**src/lsu_params.svh**
```systemverilog
`ifndef LSU_PARAMS_SVH
`define LSU_PARAMS_SVH

`define XLEN        32
`define REG_ADDR_W  5
`define CSR_ADDR_W  12

`define DMEM_WORDS  256
`define DMEM_AW     $clog2(`DMEM_WORDS)  // word address bits

`define IQ_DEPTH    2   // also the credit count after reset and flush
`define SB_DEPTH    4

// field values while not valid
`define ADDR_INVALID     32'h0
`define DATA_INVALID     32'h0
`define REG_ADDR_INVALID 5'h0
`define CSR_ADDR_INVALID 12'h0
`define EN_INVALID       1'b0

`endif

```
**src/lsu_pkg.sv**
```systemverilog
`include "lsu_params.svh"

package lsu_pkg;

    typedef enum logic [1:0] {
        OP_ALU,
        OP_LOAD,
        OP_STORE,
        OP_CSRW
    } lsu_op_e;

    typedef enum logic [1:0] {
        EXC_NONE,
        EXC_LD_MISALIGN,
        EXC_ST_MISALIGN
    } except_e;

    // executed op handed over by the execute side
    typedef struct packed {
        lsu_op_e                 op;
        logic [`XLEN-1:0]        pc;
        logic [`XLEN-1:0]        inst;
        logic [`REG_ADDR_W-1:0]  rd;
        logic [`XLEN-1:0]        result;   // alu value or csr data
        logic [`XLEN-1:0]        addr;     // byte address or csr index
        logic [`XLEN-1:0]        st_data;
    } ex_op_t;

    typedef struct packed {
        logic [`XLEN-1:0]        pc;
        logic [`XLEN-1:0]        inst;
        logic [`REG_ADDR_W-1:0]  rw_addr;
        logic                    rw_en;
        logic [`XLEN-1:0]        rw_data;
        logic                    csr_wen;
        logic [`CSR_ADDR_W-1:0]  csr_waddr;
        logic [`XLEN-1:0]        csr_wdata;
        logic                    st_valid;
        logic [`XLEN-1:0]        st_paddr;
        logic [`XLEN-1:0]        st_data;
        except_e                 except_type;
    } mem_info_t;

    typedef struct packed {
        logic [`XLEN-1:0]        pc;
        logic [`REG_ADDR_W-1:0]  rd;
        logic                    rw_en;
        logic [`XLEN-1:0]        rw_data;
        logic                    csr_wen;
        logic [`CSR_ADDR_W-1:0]  csr_waddr;
        logic [`XLEN-1:0]        csr_wdata;
        except_e                 except_type;
    } retire_t;

    typedef struct packed {
        logic                    en;
        logic                    we;
        logic [`DMEM_AW-1:0]     addr;     // word address
        logic [`XLEN-1:0]        wdata;
    } mem_req_t;

endpackage

```
**src/mem_stage.sv**
```systemverilog
`timescale 1ns/1ps
`include "lsu_params.svh"

module mem_stage (
    input  logic                clk,
    input  logic                rst_n,
    input  logic                flush,
    input  logic                ex_valid,
    input  lsu_pkg::ex_op_t     ex_op,
    input  logic                mem_ready,
    input  logic                ld_gnt,
    input  logic [`XLEN-1:0]    ld_rdata,
    input  logic                fwd_hit,
    input  logic [`XLEN-1:0]    fwd_data,
    output logic                credit_ret,
    output logic                mem_valid,
    output lsu_pkg::mem_info_t  mem_info,
    output lsu_pkg::mem_req_t   ld_req,
    output logic [`DMEM_AW-1:0] fwd_addr
);
    import lsu_pkg::*;

    localparam int IQ_AW = $clog2(`IQ_DEPTH);

    typedef enum logic [1:0] {
        IDLE,
        WAIT_GNT,
        WAIT_DATA
    } ld_state_e;

    ex_op_t           iq_mem [`IQ_DEPTH];
    logic [IQ_AW-1:0] iq_rd_ptr;
    logic [IQ_AW-1:0] iq_wr_ptr;
    logic [IQ_AW:0]   iq_cnt;
    logic             iq_push;
    ex_op_t           head;
    logic             head_vld;
    logic             misalign;
    logic             ld_ok;
    logic             pend_st;
    logic             st_hazard;
    logic             out_free;
    logic             head_done;
    ld_state_e        ld_state;
    mem_info_t        info_d;

    assign iq_push    = ex_valid && !flush;   // sender holds credit, no full check
    assign head       = iq_mem[iq_rd_ptr];
    assign head_vld   = iq_cnt != '0;
    assign misalign   = head.addr[1:0] != 2'b00;
    assign ld_ok      = head_vld && head.op == OP_LOAD && !misalign;
    // an older store not yet in the store buffer
    assign st_hazard  = (mem_valid && mem_info.st_valid) || pend_st;
    assign out_free   = !mem_valid || mem_ready;
    assign fwd_addr   = head.addr[`DMEM_AW+1:2];
    assign credit_ret = head_done && !flush;

    always_comb begin
        head_done = 1'b0;
        if (head_vld && out_free) begin
            if (!ld_ok || ld_state == WAIT_DATA)
                head_done = 1'b1;
            else
                head_done = !st_hazard && fwd_hit;  // forwarded load
        end
    end

    always_comb begin
        ld_req      = '0;
        ld_req.en   = ld_ok && !st_hazard && !fwd_hit && ld_state != WAIT_DATA;
        ld_req.addr = fwd_addr;
    end

    always_comb begin
        info_d             = '0;
        info_d.pc          = head.pc;
        info_d.inst        = head.inst;
        info_d.except_type = EXC_NONE;
        case (head.op)
            OP_ALU: begin
                info_d.rw_addr = head.rd;
                info_d.rw_en   = 1'b1;
                info_d.rw_data = head.result;
            end
            OP_CSRW: begin
                info_d.csr_wen   = 1'b1;
                info_d.csr_waddr = head.addr[`CSR_ADDR_W-1:0];
                info_d.csr_wdata = head.result;
            end
            OP_LOAD: begin
                if (misalign) begin
                    info_d.except_type = EXC_LD_MISALIGN;
                end else begin
                    info_d.rw_addr = head.rd;
                    info_d.rw_en   = 1'b1;
                    // ram keeps rdata until the next read
                    info_d.rw_data = (ld_state == WAIT_DATA) ? ld_rdata : fwd_data;
                end
            end
            default: begin
                if (misalign) begin
                    info_d.except_type = EXC_ST_MISALIGN;
                end else begin
                    info_d.st_valid = 1'b1;
                    info_d.st_paddr = head.addr;
                    info_d.st_data  = head.st_data;
                end
            end
        endcase
    end

    always_ff @(posedge clk) begin
        if (!rst_n || flush) begin
            ld_state <= IDLE;
        end else if (head_done) begin
            ld_state <= IDLE;
        end else if (ld_req.en) begin
            ld_state <= ld_gnt ? WAIT_DATA : WAIT_GNT;
        end
    end

    always_ff @(posedge clk) begin
        if (iq_push)
            iq_mem[iq_wr_ptr] <= ex_op;
    end

    always_ff @(posedge clk) begin
        if (!rst_n || flush) begin
            iq_rd_ptr <= '0;
            iq_wr_ptr <= '0;
            iq_cnt    <= '0;
        end else begin
            if (iq_push)
                iq_wr_ptr <= iq_wr_ptr + 1'b1;
            if (head_done)
                iq_rd_ptr <= iq_rd_ptr + 1'b1;
            iq_cnt <= iq_cnt + (IQ_AW+1)'(iq_push) - (IQ_AW+1)'(head_done);
        end
    end

    always_ff @(posedge clk) begin
        if (!rst_n || flush) begin
            mem_valid <= 1'b0;
            pend_st   <= 1'b0;
        end else begin
            if (out_free)
                mem_valid <= head_done;
            if (mem_ready)  // whatever sat in mem_wb retires now
                pend_st <= mem_valid && mem_info.st_valid;
        end
    end

    always_ff @(posedge clk) begin
        if (head_done)
            mem_info <= info_d;
    end

endmodule

```
**config.mk**
```make
export PLATFORM = sky130hd
export DESIGN_NAME = mem_stage
export DESIGN_NICKNAME = d
export VERILOG_FILES = /design/src/lsu_pkg.sv /design/src/mem_stage.sv
export VERILOG_INCLUDE_DIRS = /design/src
export SDC_FILE = /design/constraint.sdc
export NUM_CORES = 1
export LEC_CHECK = 0
export BUFFER_PORTS_ARGS = -buffer_cell sky130_fd_sc_hd__buf_2
export CAP_MARGIN = 20
export CORE_MARGIN = 4
export CORE_UTILIZATION = 30
export DETAILED_ROUTE_END_ITERATION = 8
export HOLD_SLACK_MARGIN = 0.06
export MAX_ROUTING_LAYER = met4
export PLACE_DENSITY = 0.54
export SLEW_MARGIN = 20
export SYNTH_ARGS = -nofsm -noshare
export SYNTH_HDL_FRONTEND = slang
export SYNTH_SLANG_ARGS = --single-unit
```
**constraint.sdc**
```tcl
create_clock -name clk -period 14.25 [get_ports clk]
set_clock_uncertainty 0.1 [all_clocks]
set_input_delay 2.85 -clock clk [delete_from_list [all_inputs] [get_ports clk]]
set_output_delay 2.85 -clock clk [all_outputs]
set_load 0.01 [all_outputs]
```
* After elaboration in Yosys (flattened, before gate mapping)
Memories as Yosys holds them, arrays and structs flattened. A register that Yosys moved wholly into a read port is not among the register bits.
Cells that the tools add are included.
** Storage, ports and cells
- Logic and storage cells :: 70
- Flip-flop bits (word level) :: 222
- Memories kept :: 1
- Bits in writable memories :: 334
** Memories
- iq_mem :: depth 2, width 167, rd ports 1, clocked after memory_dff 1, wr ports 1, RTL line mem_stage.sv:31 : ex_op_t iq_mem [`IQ_DEPTH];
** Cells by class
- Reductions and logical operators :: 28
- Mux-type cells :: 15
- Add/sub/neg operators :: 4
- Eq/ne operators :: 4
** Operator list (number)
- 38-bit case mux with 2 select lines :: 1
- 65-bit 2-to-1 mux :: 1
- 45-bit 2-to-1 mux :: 1
- 38-bit 2-to-1 mux :: 1
- 32-bit 2-to-1 mux :: 1
- 1-bit logical AND :: 10
- 1-bit zero test :: 7
- 1-bit 2-to-1 mux :: 7
- 2-bit equality test, second input constant :: 2
- 1-bit logical OR :: 4
- 2-bit 2-to-1 mux :: 2
- 2-bit case mux with 2 select lines :: 1
- 2-bit nonzero test :: 2
- 2-bit OR reduction :: 2
- 4-bit OR reduction :: 1
- 3-bit OR reduction :: 1
- 1-bit adder, second input constant :: 2
- 2-bit by 1-bit adder with 2-bit output :: 1
- 2-bit by 1-bit equality test with 1-bit output, second input constant :: 1
- 2-bit zero test :: 1
- 2-bit inequality test, second input constant :: 1
- 2-bit by 1-bit subtractor with 2-bit output :: 1

* Longest topological paths before layout
Gate-level depths: netlist of the first run.
- Depth in word-level cells :: 9
- Mapped depth :: 11
- Gate-level depth less buffers :: 9

* Worst setup path before layout of the first run
OpenSTA, ideal clock, no wires.
- Path kind :: input port to output port
- Start :: in mem_ready
- End :: out credit_ret
- Stages :: 5
- Required time :: 11300 ps
- Slack :: 1688 ps
- Path buffers :: 1
- Arrival :: 9612 ps
- Cells stage by stage :: nor2b_1 -> nor2_1 -> o31a_1 -> clkbuf_1 -> nor2b_1
** On the way
- Longest elaborated chain between the ends :: 4
** RTL lines
- start: declaration :: RTL line mem_stage.sv:10 : input logic mem_ready,
- 1-bit logical OR :: RTL line mem_stage.sv:54 : assign out_free = !mem_valid || mem_ready;
- 1-bit logical AND :: RTL line mem_stage.sv:60 : if (head_vld && out_free) begin
- 1-bit 2-to-1 mux :: RTL line mem_stage.sv:60
- named net head_done :: RTL line mem_stage.sv:43 : logic head_done;
- 1-bit logical AND :: RTL line mem_stage.sv:56 : assign credit_ret = head_done && !flush;
- end: declaration :: RTL line mem_stage.sv:15 : output logic credit_ret,
The timed path passes the listed nets, and every way through them passes these cells.

==> results of run 1 <==
==> area by class of cell <==
type                    instances  share of cell area [%]
diodes                         18                   0.177
clock buffers                  71                    6.16
clock inverters                33                    1.10
inverters                      18                   0.266
multi-input cells             429                    12.7
flip-flops and latches        557                    65.5
well taps                     873                    4.30
repair buffers                487                    9.76
==> worst min-delay path by stage <==
stage / to / slack, ns / cells after the start
after global placement: pend_st / 0.36 / 2
after CTS: ld_state[1] / 0.39 / 2
final: ld_state[1] / 0.39 / 2
after floorplan: pend_st / 0.35 / 2
after global routing: pend_st / 0.42 / 2
after detailed placement: ld_state[1] / 0.38 / 2
==> cells in the mapped netlist, drive strengths merged, types with 2 or more instances <==
| library cell | instances | share of area (%) |
|---|---|---|
| or4 | 2 | 0.074 |
| o21ai | 2 | 0.049 |
| buf | 68 | 2.3 |
| inv | 18 | 0.33 |
| ha | 2 | 0.12 |
| clkbuf | 24 | 0.44 |
| mux2i | 133 | 6.6 |
| nor2 | 124 | 2.3 |
| edfxtp | 548 | 81 |
| nor2b | 4 | 0.12 |
| o22ai | 33 | 1.0 |
| mux2 | 66 | 3.7 |
| nor3 | 2 | 0.049 |
| xnor2 | 2 | 0.086 |
| nand2b | 4 | 0.12 |
| a211oi | 2 | 0.074 |
| dfxtp | 9 | 0.89 |
| nor3b | 2 | 0.12 |
==> power by group <==
part | leakage (nW) | switching (mW) | internal (mW)
registers | 5.14 | 0.0227 | 1.90
clock network | 0.918 | 0.602 | 0.863
logic | 3.02 | 0.159 | 0.0918
==> cells by family (layout without fill, tap and decap cells) <==
| kind of cell | count (synthesis) | in the layout | synth area share, % |
|---|---|---|---|
| flops | 557 | 557 | 82.0 |
| mux | 199 | 199 | 10.2 |
| simple gates | 143 | 143 | 2.93 |
| buf+inv | 110 | 609 | 3.08 |
| xor+xnor | 3 | 3 | 0.129 |
| other cells | 1 | 53 | 0.0185 |
| compound gates | 47 | 47 | 1.54 |
| fa+ha+maj | 2 | 2 | 0.123 |
==> tightest hold or removal path, stage by stage (launching register included) <==
cell and delay (ns):
dfxtp_1 0.31, o31ai_1 0.06, a211oi_1 0.06
==> routing by layer <==
layer | part of all wire [%] | vias to the layer above | global-route usage [%]
met3 | 11 | 78 | 6.15
met4 | 2.5 | 0 | 4.03
met2 | 49 | 371 | 21.1
met5 | 0 | - | -
met1 | 37 | 5255 | 13.8
li1 | - | 4984 | -
==> registers in the layout (all words and copies together) (netlist names), named ones only <==
signal,flops
iq_cnt,2
iq_mem,334
iq_rd_ptr,1
iq_wr_ptr,1
ld_state,2
mem_info,214
mem_valid,1
pend_st,1
==> flow_summary.ini, run 1 <==
[outcome]
status = completed

[global_route]
grt_max_degree = 65
grt_overflow = 0
grt_pass1_vias = 11094
track_usage_pct = 12.9
antenna_found_initial = 18
grt_pass1_wl_um = 67500

[place]
dpl.cell_count = 2364
portBuffers = 470
dpl_worst_slack_ns = 7.59
place_hpwl_um = 32100
gp_congestion = 0.765
place_area_mm2 = 0.0235

[route]
vias = 10688
firstDrtPassIters = 4
drt-initial-drc-count = 561
ant_nets = 0
drc = 0
wire_per_inst_um = 19.1
via_per_inst = 4.30
wl_um = 47400

[clock_network]
postCtsSetupBuffers = 0
cts.hold.buffers_added = 0
clock-sinks = 557
cts-resized-gates = 0
htreeDepth = 2
cts_max_path_buffers = 3
tritoncts = yes
insertion_delay_ns = 0.59
clkTransAtPathRegs_ns = 0.06
cts_buffers = 58
root_buffer = clkbuf_16

[sta]
finalSetupViolCount = 0
finalCriticalPeriod_ns = 6.67
fin_crit_sh_pct = 46.8
setup_ws_ns = 7.58
tightest_slew_ns = 0.985
rsz0062_at_grt = false
fmaxAchievable_mhz = 150
slew_viol_final = 0
tns_ns = 0
holdWs_ns = 0.389
hold_viol = 0
slew_headroom_pct = 34.2

[yosys]
synth_flop_cell = edfxtp_1
synth.distinct_cells = 38
syn_area_mm2 = 0.0203
async_reset_ff_share_pct = 0
synth-edff-count = 548
netlist_instances = 1062
synth_seq_area_share_pct = 82.0
ys_warn_count = 0
ys_seq_elements = 557
syn_area_per_cell_um2 = 19.1

[finish]
layout_common_cells = edfxtp_1 (548), buf_2 (470), mux2i_1 (133)
final.fill_count = 6240
area_delta_synth_final_pct = 25.1
drive_above_1_share_pct = 40.7
layout_commonest_cell = edfxtp_1
multi_input_area_mm2 = 0.00323
utilization_pct = 37.8
finalNonFillerCells = 2486
fin_area_mm2 = 0.0254
fin_nets = 1791
final-seq-area_mm2 = 0.0166

[power]
fin_total_pwr_mw = 3.64
power.density_mw_per_mm2 = 143
p_leak_nw = 9.08
vdd_drop_max_mv = 0.0822

[die]
die_w_um = 268
start_util_pct = 30.2
die_area_mm2 = 0.0719
fp.dieH_um = 268
io_pins = 504
coreArea_mm2 = 0.0672
num_rows = 95

[critical_path]
crit_required_ns = 11.30
cpMostUsedCell = buf_4
startpoint_type = flop
crit_path_end_kind = primary output
worstPathMaxFanout = 51
cp-endpoint = credit_ret
path_buf_inv = 3
crit_chain = buf_4 > nor3b_2 > o22ai_4 > buf_4 > o31a_2 > nor2b_1 > buf_2
path_class = reg -> out
r2r-end = mem_info[185]
path_depth = 7
cp_data_arrival_time_ns = 3.72
cpMaxStageDelayCell = dfxtp_4
rr_worst_depth = 8
cpLargestDelayFamily = buffers and inverters
ff2ff_setup_slack_ns = 8.95
slowest_delay_ns = 0.76

[worst_hold_path]
min-delay-path-class = reg -> reg
worstHoldStart = ld_state[1]

[run]
drv_cap = 0
No activity file was read; power rests on OpenSTA's default activity.
==> inputs of run 2 (changes only) <==
--- a/config.mk
+++ b/config.mk
@@ -13,7 +13,7 @@
 export DETAILED_ROUTE_END_ITERATION = 8
 export HOLD_SLACK_MARGIN = 0.06
 export MAX_ROUTING_LAYER = met4
-export PLACE_DENSITY = 0.54
+export PLACE_DENSITY = 0.56
 export SLEW_MARGIN = 20
 export SYNTH_ARGS = -nofsm -noshare
 export SYNTH_HDL_FRONTEND = slang
==> constraint.sdc (replaced) <==
create_clock -name clk -period 5.65 [get_ports clk]
set_clock_uncertainty 0.1 [all_clocks]
set_input_delay 1.13 -clock clk [delete_from_list [all_inputs] [get_ports clk]]
set_output_delay 1.13 -clock clk [all_outputs]
set_load 0.01 [all_outputs]
==> run 2 against run 1 <==
Total power rose to 2.6 times the previous value; final cell count barely moved; sequential share of layout area fell by 0.44 points; flip-flop and latch count did not move; critical path depth fell by 2; utilization rose by 0.25 points; critical path type unchanged; wire length fell by 1.8%; largest power group unchanged; largest cell class unchanged; sequential power rose to 2.5 times the previous value.
==> flow_summary.ini, run 2 (synthesized netlist as in run 1, its figures left out) <==
[power]
power.density_mw_per_mm2 = 366
power_frac_clock_pct = 41.4
fin_total_pwr_mw = 9.36
vdd_drop_max_mv = 0.243
p_int_mw = 7.31
switchingPower_mw = 2.05
p_leak_nw = 9.12
sequentialPowerShare_pct = 51.8
combPwrFrac_pct = 6.8
swShare_pct = 21.9

[route]
vias = 10792
via_per_inst = 4.34
firstDrtPassIters = 5
ant_nets = 0
wire_per_inst_um = 18.7
drc = 0
wl_um = 46600
drt-initial-drc-count = 579

[sta]
finalSetupViolCount = 0
fin_crit_sh_pct = 73.6
tightest_slew_ns = 0.901
finalCriticalPeriod_ns = 4.16
slew_headroom_pct = 40.0
slew_viol_final = 0
rsz0062_at_grt = false
hold_viol = 0
fmaxAchievable_mhz = 240
holdWs_ns = 0.374

[global_route]
track_usage_pct = 12.6
antenna_found_initial = 15
grt_pass1_wl_um = 66600
grt_overflow = 0
grt_pass1_vias = 11054
grt_max_degree = 119

[critical_path]
cp_data_arrival_time_ns = 2.93
startpoint_type = flop
crit_path_end_kind = primary output
path_buf_inv = 1
cpMaxStageDelayCell = dfxtp_4
path_class = reg -> out
cpLargestDelayFamily = flip-flops
slowest_delay_ns = 0.77
crit_chain = nor3b_2 > o22ai_4 > o31a_2 > nor2b_1 > buf_2
crit_required_ns = 4.42
worstPathMaxFanout = 41

[clock_network]
cts_max_path_buffers = 3
cts_buffers = 59
clock-sinks = 557
postCtsSetupBuffers = 0
clkTransAtPathRegs_ns = 0.06
tritoncts = yes
insertion_delay_ns = 0.59
root_buffer = clkbuf_16
htreeDepth = 2
cts.hold.buffers_added = 0
cts-resized-gates = 0

[finish]
area_delta_synth_final_pct = 26.0
reg.largest.list = iq_mem: 334 flops, mem_info: 214 flops
fin_nets = 1791
final.fill_count = 6272
layout_common_cells = edfxtp_1 (548), buf_2 (470), mux2i_1 (133)
largest_register = iq_mem
final-seq-area_mm2 = 0.0166
multi_input_area_mm2 = 0.00323
layout_commonest_cell = edfxtp_1
largest_reg_flops = 334
drive_above_1_share_pct = 41.2

[die]
io_pins = 504
die_area_mm2 = 0.0719
num_rows = 95
die_w_um = 268
fp.dieH_um = 268
coreArea_mm2 = 0.0672
start_util_pct = 30.2

[outcome]
status = completed

[worst_hold_path]
worstHoldStart = pend_st
min-delay-path-class = reg -> reg

[run]
drv_cap = 0

[place]
place_hpwl_um = 31200
gp_congestion = 0.749
portBuffers = 470
==> run 2: worst min-delay path, delay by kind of cell (launching register included) <==
family	cells	cell delay, ns
AO/OA/AOI/OAI	1	0.06
flip-flops	1	0.31
AND/OR/NAND/NOR	1	0.06
==> run 2: power by group through the flow <==
stage	combinational, mW	clock [mW]	sequential [mW]
floorplan	0.279	0	5.01
global placement	0.643	0	4.93
detailed placement	0.653	0	4.93
CTS	0.656	4.00	4.85
global route	0.699	4.20	4.86
finish	0.638	3.88	4.84
==> run 2: per-stage QoR <==
step / worst slack (ns) / std cells / setup TNS (ns) / area [µm²] / util, %
floorplan: -3.38 / 1096 / -1128.15 / 20400 / -
global placement: 1.93 / 2363 / 0 / 23600 / 35.1
detailed placement: 1.88 / 2363 / 0 / 23600 / 35.1
CTS: 1.35 / 2474 / 0 / 25500 / 38.0
global route: 1.30 / 2487 / 0 / 25600 / 38.1
finish: 1.49 / 2487 / 0 / 25600 / 38.1
==> run 2: routing by layer <==
layer / share of wire (%) / vias to the layer above / global-route usage, %
met3: 9.9 / 84 / 5.01
met4: 2.5 / 0 / 3.76
met2: 50 / 389 / 21.3
li1: - / 4988 / -
met1: 37 / 5331 / 13.7
met5: 0 / - / -
==> run 2: layout make-up <==
| cell class | instances | area share, % |
|---|---|---|
| Clock inverter | 39 | 1.50 |
| Clock buffer | 72 | 6.21 |
| Multi-Input combinational cell | 429 | 12.6 |
| Inverter | 18 | 0.264 |
| Sequential cell | 557 | 65.1 |
| Antenna cell | 13 | 0.127 |
| Tap cell | 873 | 4.27 |
| Timing Repair Buffer | 486 | 9.91 |
==> run 2: final timing paths <==
kind | endpoint | slack (ns) | cells after the start
setup / recovery | credit_ret | 1.49 | 5
setup reg to reg | mem_info[18] | 2.06 | 5
hold / removal | pend_st | 0.37 | 2
hold reg to reg | pend_st | 0.37 | 2
==> inputs of run 3 (changes only) <==
--- a/config.mk
+++ b/config.mk
@@ -13,7 +13,7 @@
 export DETAILED_ROUTE_END_ITERATION = 8
 export HOLD_SLACK_MARGIN = 0.06
 export MAX_ROUTING_LAYER = met4
-export PLACE_DENSITY = 0.56
+export PLACE_DENSITY = 0.54
 export SLEW_MARGIN = 20
 export SYNTH_ARGS = -nofsm -noshare
 export SYNTH_HDL_FRONTEND = slang
==> constraint.sdc (replaced) <==
create_clock -name clk -period 4.3 [get_ports clk]
set_clock_uncertainty 0.1 [all_clocks]
set_input_delay 0.86 -clock clk [delete_from_list [all_inputs] [get_ports clk]]
set_output_delay 0.86 -clock clk [all_outputs]
set_load 0.01 [all_outputs]
==> run 3 against run 2 <==
Via count shrank 1.1%; sequential power increased by 31%; non-clock buffer count shrank 1; critical endpoint is now fwd_addr[7]; wire length shrank 0.13%; first-iteration DRC count fell by 15%; die area is the same; register-to-register slack worse by 0.85 ns; critical path depth down 1; hold slack worse by 0.040 ns; flip-flop and latch count did not move; critical path type unchanged; utilization shrank 0.063 points.
==> flow_summary.ini, run 3 (synthesized netlist as in run 1, its figures left out) <==
[power]
power.density_mw_per_mm2 = 479
p_leak_nw = 9.10
fin_total_pwr_mw = 12.2
vdd_drop_max_mv = 0.323

[critical_path]
worstPathMaxFanout = 41
path_class = reg -> out
cpMaxStageDelayCell = buf_4
r2r-end = mem_info[199]
path_buf_inv = 3
ff2ff_setup_slack_ns = 1.21
cp_data_arrival_time_ns = 2.58
rr_worst_depth = 5
crit_path_end_kind = primary output
slowest_delay_ns = 0.65
cpLargestDelayFamily = buffers and inverters
crit_required_ns = 3.34
startpoint_type = flop
crit_chain = buf_4 > mux2i_1 > inv_1 > buf_2

[finish]
area_delta_synth_final_pct = 25.8
layout_common_cells = edfxtp_1 (548), buf_2 (470), mux2i_1 (133)
largest_reg_flops = 334
fin_nets = 1790
fin_area_mm2 = 0.0255
reg.largest.list = iq_mem: 334 flops, mem_info: 214 flops
final.fill_count = 6280
largest_register = iq_mem
layout_commonest_cell = edfxtp_1
drive_above_1_share_pct = 40.6

[clock_network]
clock-sinks = 557
insertion_delay_ns = 0.61
cts-resized-gates = 0
cts.hold.buffers_added = 0
tritoncts = yes
cts_buffers = 59
clkTransAtPathRegs_ns = 0.06
htreeDepth = 2
postCtsSetupBuffers = 0
cts_max_path_buffers = 3
root_buffer = clkbuf_16

[place]
gp_congestion = 0.775
place_area_mm2 = 0.0236
portBuffers = 470
place_hpwl_um = 31200

[sta]
finalSetupViolCount = 0
hold_viol = 0
slew_headroom_pct = 26.8
slew_viol_final = 0
finalCriticalPeriod_ns = 3.54
fin_crit_sh_pct = 82.2
fmaxAchievable_mhz = 283
rsz0062_at_grt = false
tightest_slew_ns = 1.10

[global_route]
grt_pass1_vias = 11207
grt_pass1_wl_um = 66800
antenna_found_initial = 12
track_usage_pct = 12.6
grt_overflow = 0
grt_max_degree = 121

[worst_hold_path]
min_to = iq_mem[0][6]
min-delay-path-class = in -> reg
holdPathStages = 1
worstHoldStart = ex_op[6]

[route]
firstDrtPassIters = 4
vias = 10674
wl_um = 46500
via_per_inst = 4.31
ant_nets = 0
drc = 0
drt-initial-drc-count = 492
wire_per_inst_um = 18.8

[die]
start_util_pct = 30.2
die_w_um = 268
die_area_mm2 = 0.0719
num_rows = 95
fp.dieH_um = 268
coreArea_mm2 = 0.0672
io_pins = 504

[outcome]
status = completed

[run]
drv_cap = 0
## run 3: worst max-delay path by stage
stage	from	endpoint	depth (start not counted)
after floorplan	flush	iq_mem[0][0]	2
after global placement	fwd_hit	mem_info[48]	6
after detailed placement	fwd_hit	mem_info[12]	6
after CTS	flop	fwd_addr[7]	4
after global routing	flop	fwd_addr[7]	4
final	flop	fwd_addr[7]	4
## run 3: metrics by stage
stage | setup TNS, ns | hold slack [ns] | util (%) | instances | setup WS (ns)
finish | 0 | 0.333 | 38.0 | 2478 | 0.765
global route | 0 | 0.287 | 38.0 | 2478 | 0.581
CTS | 0 | 0.274 | 38.0 | 2468 | 0.681
detailed placement | 0 | 0.364 | 35.1 | 2362 | 1.08
global placement | 0 | 0.362 | 35.1 | 2362 | 1.12
floorplan | -550.91 | 0.350 | - | 1096 | -1.65
## run 3: final cells by class
cell class / count / area (µm²) / share of cell area [%]
sequential: 557 / 16600 / 65.2
multi-input combinational: 429 / 3230 / 12.7
timing repair buffer: 485 / 2530 / 9.90
clock buffer: 67 / 1510 / 5.90
tap: 873 / 1090 / 4.28
clock inverter: 39 / 438 / 1.72
inverter: 18 / 67.6 / 0.265
antenna: 10 / 25.0 / 0.0980
## run 3: power by group
| part | switching, mW | leakage (nW) | internal, mW |
|---|---|---|---|
| logic | 0.534 | 3.02 | 0.310 |
| registers | 0.0723 | 5.14 | 6.29 |
| clock network | 2.04 | 0.937 | 2.99 |
## run 3: routing by layer
| layer | up-vias | part of all wire (%) | track usage [%] |
|---|---|---|---|
| met2 | 375 | 51 | 21.6 |
| met3 | 83 | 9.3 | 4.52 |
| met5 | - | 0 | - |
| met1 | 5251 | 37 | 13.7 |
| met4 | 0 | 2.8 | 4.06 |
| li1 | 4965 | - | - |
